==> src/ldst_defs.svh <==
`ifndef LDST_DEFS_SVH
`define LDST_DEFS_SVH

// ------------------------------
// datapath widths
// ------------------------------

// width of a register and of a memory word
`define LDST_WORD_W 32

// architectural registers visible to a block transfer
`define LDST_NREGS 16

// word address, byte address bits 31 down to 2
`define LDST_ADDR_W 30

`endif
==> src/ldst_pkg.sv <==
`include "ldst_defs.svh"

package ldst_pkg;

	// ------------------------------
	// plain vector types
	// ------------------------------

	typedef logic [`LDST_WORD_W-1:0] word;
	typedef logic [`LDST_ADDR_W-1:0] ptr;
	typedef logic [$clog2(`LDST_NREGS)-1:0] reg_num;
	typedef logic [`LDST_NREGS-1:0] reg_list;

	// ------------------------------
	// decoded block transfer
	// ------------------------------

	typedef struct packed {
		logic    is_block;
		logic    load;
		logic    increment;
		logic    pre_indexed;
		logic    writeback;
		reg_num  base;
		reg_list regs;
	} insn_decode;

	// sequencer states
	typedef enum logic [1:0] {
		IDLE,
		TRANSFER,
		WAIT,
		WRITEBACK
	} ctrl_cycle;

endpackage

==> src/ldst_unit_top.sv <==
`timescale 1ns/1ps
`include "ldst_defs.svh"

module ldst_unit_top (
	input  logic             clk,
	input  logic             rst_n,

	input  ldst_pkg::word    instr,
	input  logic             issue,

	input  logic             core_wr_en,
	input  ldst_pkg::reg_num core_wr_sel,
	input  ldst_pkg::word    core_wr_data,
	input  ldst_pkg::reg_num core_rd_sel,
	output ldst_pkg::word    core_rd_value,

	output ldst_pkg::ptr     mem_addr,
	output ldst_pkg::word    mem_wdata,
	output logic             mem_start,
	output logic             mem_write,
	input  logic             mem_ready,
	input  ldst_pkg::word    mem_rdata,

	output logic             busy,
	output logic             done
);

	ldst_pkg::insn_decode dec;
	ldst_pkg::reg_num base_sel, data_sel, seq_wr_sel;
	ldst_pkg::word base_value, data_value, seq_wr_data;
	logic seq_wr_en;

	ldst_decode decode (
		.instr(instr),
		.dec(dec)
	);

	ldst_control control (
		.clk(clk),
		.rst_n(rst_n),
		.issue(issue),
		.dec(dec),
		.mem_ready(mem_ready),
		.mem_rdata(mem_rdata),
		.base_value(base_value),
		.data_value(data_value),
		.base_sel(base_sel),
		.data_sel(data_sel),
		.seq_wr_en(seq_wr_en),
		.seq_wr_sel(seq_wr_sel),
		.seq_wr_data(seq_wr_data),
		.mem_addr(mem_addr),
		.mem_wdata(mem_wdata),
		.mem_start(mem_start),
		.mem_write(mem_write),
		.busy(busy),
		.done(done)
	);

	ldst_regfile regfile (
		.clk(clk),
		.rst_n(rst_n),
		.core_wr_en(core_wr_en),
		.core_wr_sel(core_wr_sel),
		.core_wr_data(core_wr_data),
		.core_rd_sel(core_rd_sel),
		.core_rd_value(core_rd_value),
		.base_sel(base_sel),
		.base_value(base_value),
		.data_sel(data_sel),
		.data_value(data_value),
		.seq_wr_en(seq_wr_en),
		.seq_wr_sel(seq_wr_sel),
		.seq_wr_data(seq_wr_data)
	);

endmodule

==> src/ldst_control.sv <==
`timescale 1ns/1ps
`include "ldst_defs.svh"

module ldst_control (
	input  logic                 clk,
	input  logic                 rst_n,

	input  logic                 issue,
	input  ldst_pkg::insn_decode dec,

	input  logic                 mem_ready,
	input  ldst_pkg::word        mem_rdata,

	input  ldst_pkg::word        base_value,
	input  ldst_pkg::word        data_value,
	output ldst_pkg::reg_num     base_sel,
	output ldst_pkg::reg_num     data_sel,

	output logic                 seq_wr_en,
	output ldst_pkg::reg_num     seq_wr_sel,
	output ldst_pkg::word        seq_wr_data,

	output ldst_pkg::ptr         mem_addr,
	output ldst_pkg::word        mem_wdata,
	output logic                 mem_start,
	output logic                 mem_write,

	output logic                 busy,
	output logic                 done
);

	localparam int PAD_W = `LDST_WORD_W - `LDST_ADDR_W;

	ldst_pkg::ctrl_cycle state, next_state;
	logic load_q, inc_q, pre_q, wb_q;
	logic accept, beat_done;
	ldst_pkg::reg_num base_q;
	ldst_pkg::reg_list pending, remaining;
	ldst_pkg::ptr cur_q, step;

	logic pop_valid;
	ldst_pkg::reg_num pop_lower, pop_upper, popped;
	ldst_pkg::reg_list next_lower, next_upper;

	ldst_pop pop (
		.regs(pending),
		.valid(pop_valid),
		.pop_lower(pop_lower),
		.pop_upper(pop_upper),
		.next_lower(next_lower),
		.next_upper(next_upper)
	);

	// incrementing walks up from the lowest register, decrementing down from the highest
	assign popped = inc_q ? pop_lower : pop_upper;
	assign remaining = inc_q ? next_lower : next_upper;

	assign accept = issue && dec.is_block && state == ldst_pkg::IDLE;
	assign beat_done = state == ldst_pkg::WAIT && mem_ready;

	// cur_q is the running base, after the last beat it is already b plus or minus n
	assign step = inc_q ? cur_q + ptr_one() : cur_q - ptr_one();

	function automatic ldst_pkg::ptr ptr_one();
		return ldst_pkg::ptr'(1);
	endfunction

	// ------------------------------
	// sequencer
	// ------------------------------

	always_comb begin
		next_state = state;
		unique case (state)
			ldst_pkg::IDLE:
				if (accept)
					next_state = ldst_pkg::TRANSFER;
			ldst_pkg::TRANSFER:
				if (pop_valid)
					next_state = ldst_pkg::WAIT;
				else
					next_state = wb_q ? ldst_pkg::WRITEBACK : ldst_pkg::IDLE;
			ldst_pkg::WAIT:
				if (mem_ready) begin
					if (|remaining)
						next_state = ldst_pkg::TRANSFER;
					else
						next_state = wb_q ? ldst_pkg::WRITEBACK : ldst_pkg::IDLE;
				end
			ldst_pkg::WRITEBACK:
				next_state = ldst_pkg::IDLE;
		endcase
	end

	always_ff @(posedge clk or negedge rst_n) begin
		if (!rst_n) begin
			state <= ldst_pkg::IDLE;
			done <= 1'b0;
			pending <= '0;
			load_q <= 1'b0;
			inc_q <= 1'b0;
			pre_q <= 1'b0;
			wb_q <= 1'b0;
		end else begin
			state <= next_state;
			done <= state != ldst_pkg::IDLE && next_state == ldst_pkg::IDLE;
			if (accept) begin
				pending <= dec.regs;
				load_q <= dec.load;
				inc_q <= dec.increment;
				pre_q <= dec.pre_indexed;
				wb_q <= dec.writeback;
			end else if (beat_done) begin
				pending <= remaining;
			end
		end
	end

	// base register and running address
	always_ff @(posedge clk) begin
		if (accept) begin
			base_q <= dec.base;
			cur_q <= base_value[`LDST_WORD_W-1 -: `LDST_ADDR_W];
		end else if (beat_done) begin
			cur_q <= step;
		end
	end

	// ------------------------------
	// memory port and register writes
	// ------------------------------

	// pending, cur_q and the modes only move on mem_ready, so the port holds
	assign mem_start = state == ldst_pkg::TRANSFER && pop_valid;
	assign mem_write = (state == ldst_pkg::TRANSFER || state == ldst_pkg::WAIT) && !load_q;
	assign mem_addr = pre_q ? step : cur_q;
	assign mem_wdata = data_value;

	assign base_sel = dec.base;
	assign data_sel = popped;
	assign busy = state != ldst_pkg::IDLE;

	always_comb begin
		seq_wr_en = 1'b0;
		seq_wr_sel = popped;
		seq_wr_data = mem_rdata;
		if (beat_done && load_q) begin
			seq_wr_en = 1'b1;
		end else if (state == ldst_pkg::WRITEBACK) begin
			seq_wr_en = 1'b1;
			seq_wr_sel = base_q;
			seq_wr_data = {cur_q, {PAD_W{1'b0}}};
		end
	end

endmodule

==> src/ldst_regfile.sv <==
`timescale 1ns/1ps
`include "ldst_defs.svh"

module ldst_regfile (
	input  logic              clk,
	input  logic              rst_n,

	input  logic              core_wr_en,
	input  ldst_pkg::reg_num  core_wr_sel,
	input  ldst_pkg::word     core_wr_data,
	input  ldst_pkg::reg_num  core_rd_sel,
	output ldst_pkg::word     core_rd_value,

	input  ldst_pkg::reg_num  base_sel,
	output ldst_pkg::word     base_value,
	input  ldst_pkg::reg_num  data_sel,
	output ldst_pkg::word     data_value,

	input  logic              seq_wr_en,
	input  ldst_pkg::reg_num  seq_wr_sel,
	input  ldst_pkg::word     seq_wr_data
);

	ldst_pkg::word regs [`LDST_NREGS];

	// ------------------------------
	// write ports
	// ------------------------------

	// the sequencer owns the file while a transfer runs, so its write
	// takes the slot when both ports fire together
	always_ff @(posedge clk or negedge rst_n) begin
		if (!rst_n) begin
			for (int i = 0; i < `LDST_NREGS; i++)
				regs[i] <= '0;
		end else if (seq_wr_en) begin
			regs[seq_wr_sel] <= seq_wr_data;
		end else if (core_wr_en) begin
			regs[core_wr_sel] <= core_wr_data;
		end
	end

	// ------------------------------
	// read ports
	// ------------------------------

	assign core_rd_value = regs[core_rd_sel];
	assign base_value = regs[base_sel];
	assign data_value = regs[data_sel];

endmodule

==> src/ldst_pop.sv <==
`timescale 1ns/1ps
`include "ldst_defs.svh"

module ldst_pop (
	input  ldst_pkg::reg_list regs,
	output logic              valid,
	output ldst_pkg::reg_num  pop_lower,
	output ldst_pkg::reg_num  pop_upper,
	output ldst_pkg::reg_list next_lower,
	output ldst_pkg::reg_list next_upper
);

	assign valid = |regs;

	// ------------------------------
	// priority search, both ends
	// ------------------------------

	// scanning downward leaves the lowest set bit as the last hit
	always_comb begin
		pop_lower = '0;
		for (int i = `LDST_NREGS - 1; i >= 0; i--) begin
			if (regs[i])
				pop_lower = ldst_pkg::reg_num'(i);
		end
	end

	// and scanning upward leaves the highest
	always_comb begin
		pop_upper = '0;
		for (int i = 0; i < `LDST_NREGS; i++) begin
			if (regs[i])
				pop_upper = ldst_pkg::reg_num'(i);
		end
	end

	// an empty list stays empty because the cleared bit was already zero
	always_comb begin
		next_lower = regs;
		next_upper = regs;
		next_lower[pop_lower] = 1'b0;
		next_upper[pop_upper] = 1'b0;
	end

endmodule

==> src/ldst_decode.sv <==
`timescale 1ns/1ps
`include "ldst_defs.svh"

module ldst_decode (
	input  ldst_pkg::word        instr,
	output ldst_pkg::insn_decode dec
);

	// block transfers sit in the 100 group of bits 27 to 25
	localparam logic [2:0] BLOCK_GROUP = 3'b100;

	logic p_bit;
	logic u_bit;
	logic w_bit;
	logic l_bit;

	// bit 22 (user bank) is not decoded here
	assign p_bit = instr[24];
	assign u_bit = instr[23];
	assign w_bit = instr[21];
	assign l_bit = instr[20];

	always_comb begin
		dec.is_block = instr[27:25] == BLOCK_GROUP;
		dec.load = l_bit;
		dec.increment = u_bit;
		dec.pre_indexed = p_bit;
		dec.writeback = w_bit;
		dec.base = instr[19:16];
		dec.regs = instr[`LDST_NREGS-1:0];
	end

endmodule

==> config.mk <==
export PLATFORM = sky130hd
export DESIGN_NAME = ldst_unit_top
export DESIGN_NICKNAME = d
export VERILOG_FILES = /design/src/ldst_pkg.sv /design/src/ldst_unit_top.sv /design/src/ldst_control.sv /design/src/ldst_regfile.sv /design/src/ldst_pop.sv /design/src/ldst_decode.sv
export VERILOG_INCLUDE_DIRS = /design/src
export SDC_FILE = /design/constraint.sdc
export NUM_CORES = 2
export LEC_CHECK = 0
export BUFFER_PORTS_ARGS = -buffer_cell sky130_fd_sc_hd__buf_2
export CAP_MARGIN = 30
export CORE_AREA = 2 2 319 226
export DETAILED_ROUTE_END_ITERATION = 8
export DIE_AREA = 0 0 321 228
export PLACE_DENSITY = 0.78
export SETUP_SLACK_MARGIN = 0.02
export SLEW_MARGIN = 20
export SYNTH_ARGS = -nofsm -noshare
export SYNTH_HDL_FRONTEND = slang
export SYNTH_HIERARCHICAL = 1
export SYNTH_SLANG_ARGS = --single-unit
==> constraint.sdc <==
create_clock -name clk -period 4.67 [get_ports clk]
set_clock_uncertainty 0.1 [all_clocks]
set_input_delay 0.2335 -clock clk [delete_from_list [all_inputs] [get_ports clk]]
set_output_delay 0.2335 -clock clk [all_outputs]
set_load 0.1 [all_outputs]
==> key figures <==
Run status
  • Status: completed

Hold path
  • Min-Delay Startpoint: core_wr_data[9]
  • Hold WC Path Type: in -> reg

Clock network
  • CTS tree: built
  • CTS clock-pin slew for the worst setup and hold paths: 0.07 ns
  • Clock Path Buffers: 3
  • Latest clock arrival within the worst-skew pair: around 0.66 ns
  • Root Buffer: clkbuf_16
  • Clock Sinks: around 570
  • H-tree depth: 2
  • CTS buffer count: 58

Routing
  • Antenna-violating nets left: 0
  • Initial DRC count: just under 8k
  • WL/cell: 37.2 um
  • DRC viols: 0
  • Vias post-DR: 38.9k
  • Final wirelength: between 150 and 200 mm
  • Top Layer Used: met5
  • Met1 WL: 56.1 mm
  • Metal2 WL: around 68 mm
  • Met3 wire len: 31.5 mm
  • 1st-pass router iterations: 8
  • Vias per cell: between 8 and 9

STA
  • Fmax: ~220 MHz
  • RSZ-0062 raised after global routing: false
  • Tcrit/Tclk final: a little over nine tenths
  • Crit path time final: between 4 and 5 ns
  • Setup violators final: 0
  • Hold Violations, Final: 0
  • Fin Hold WS: about 0.016 ns
  • Slew @ Worst Pin: 1.09 ns
  • Slew margin rel.: between 20% and 30%
  • Max-slew violation count: 0

Place
  • Post-DP Area: ~44000 um2
  • Post-DP HPWL: 97.9 mm
  • Count of input and output buffers: between 200 and 250
  • Placed Instances: 4382
  • Placer congestion estimate: 0.992

Critical path
  • Crit-path cells: clkinvlp_4, ha_1, o21ai_0, o21ai_1, and2_1, a221oi_2, or4_1, a2111o_1, mux2_2, nand3_1, buf_12
  • Crit path max-delay cell type: a2111o_1
  • Worst Setup SP: control/inc_q$_DFFE_PN0P_
  • R2R Setup Slk: 0.32 ns
  • Worst path bufs/invs: 2
  • Max incr delay on CP: approximately 0.6 ns
  • CP Capture Point: mem_addr[29]
  • Worst reg2reg path startpoint: control/pending[12]$_DFFE_PN0P_
  • Crit end category: primary output
  • Reg-to-Reg End: regfile/regs[416]$_DFFE_PN0P_
  • Crit path kind: reg -> out
  • CP max FO: 10
  • Worst EP arrival: 4.27 ns
  • Critical path depth: 11
  • Worst Reg-to-Reg Cells: 9
  • CP delay by family, top: compound AO/OA/AOI/OAI gates
  • Setup crit start kind: flip-flop
  • CP required: ~4.3 ns

Synthesis
  • YS warnings: 6
  • Post-Syn Instances: roughly 3.7k
  • Post-Syn Area: around 42000 um2
  • Post-Syn Area per Cell: ~11 um2

Cells and area
  • Finished Layout Cells: ~4.5k
  • Area Overhead vs Synth: 11.2%
  • Nets: ~3.7k
  • Ratio of cells with drive above 1 in the final layout: between 40 and 50%
  • Fin util: about 66%
  • Design Area, Final: 46300 um2

Floorplanning
  • Die width: 321 um
  • Starting Density: ~59%
  • Chip height: roughly 230 um
  • DIE AREA: 73200 um2
  • Std cell rows: between 80 and 90
  • Number of I/O pins: ~210
  • Core footprint: 70600 um2

Global routing
  • Initial antenna violation count: 19
  • Total gr overflow: 0
  • Largest net degree at the start of global routing: 129
  • First-pass GRT wire length: 246 mm
  • GRT Total Usage: approximately 45%
  • Vias in the first global route: around 37k

Job
  • Max Cap Viol: 0
## routing by layer
layer  vias up  GRT usage, %
li1      14800             -
met1     18800          58.9
met2      4328          59.7
met3       918          22.5
met4        10          27.3
met5         -         0.588
## stage by stage
stage | worst slack (ns) | setup TNS (ns)
after floorplan | -0.0558 | -0.0558
after global placement | 0.548 | 0
final | 0.0653 | 0
after detailed placement | 0.495 | 0
after global routing | 0.0153 | 0
after CTS | 0.00969 | 0
## cell usage in the layout, fill, tap and decap left out, types with 34 or more instances in the layout
cell type,n
a21oi_1,58
a22oi_1,191
buf_12,67
buf_2,167
buf_4,104
clkbuf_16,62
dfrtp_1,535
edfxtp_1,34
mux2_2,50
mux4_2,376
nand2_1,219
nand3_1,535
nand4b_1,34
nor2_1,68
o21ai_0,51
o221a_1,40
o221a_2,472
or4bb_1,61
## flip-flops by register name (all words and copies together) (netlist names)
signal           flops
control/state        2
control/base_q       4
control/load_q       1
regfile/regs       512
control/done         1
control/cur_q       30
control/inc_q        1
control/pre_q        1
control/wb_q         1
control/pending     16
## worst register-to-register path: stages, from the launching register on
cell     delay, ns
dfrtp_1       0.50
or4_4         0.62
nand2_1       0.18
a21oi_1       0.10
mux2_2        0.38
mux2_2        0.42
or3b_1        0.60
o22ai_4       0.86
buf_12        0.29
o221a_2       0.25
## worst min path at each step
stage                                                to  slack, ns  depth (start not counted)
after floorplan                  control/done$_DFF_PN0_      -0.16                          0
after global placement    regfile/regs[246]$_DFFE_PN0P_       0.26                          1
after detailed placement  regfile/regs[246]$_DFFE_PN0P_       0.26                          1
after CTS                  regfile/regs[90]$_DFFE_PN0P_      0.003                          4
after global routing       regfile/regs[41]$_DFFE_PN0P_       0.03                          4
final                      regfile/regs[41]$_DFFE_PN0P_       0.02                          4
## area by class of cell
| type | count | area, um2 |
|---|---|---|
| Multi-Input combinational cell | 2527 | 25100 |
| Fill cell | 5185 | 24300 |
| Sequential cell | 569 | 14400 |
| Timing Repair Buffer | 370 | 3330 |
| Clock buffer | 76 | 1680 |
| Tap cell | 924 | 1160 |
| Clock inverter | 33 | 443 |
| Inverter | 21 | 82.6 |
| Antenna cell | 11 | 27.5 |
## what timing repair did
item                                    CTS  global route
resized for setup                         0            14
setup buffers                             1             3
hold buffers                             23             0
endpoints found under the setup margin    6            12
pin swaps                                 1             1
hold endpoints to repair                123             0
Power is not shown: default switching activity piles up to over one toggle a cycle in this logic, so the estimate is an artifact.
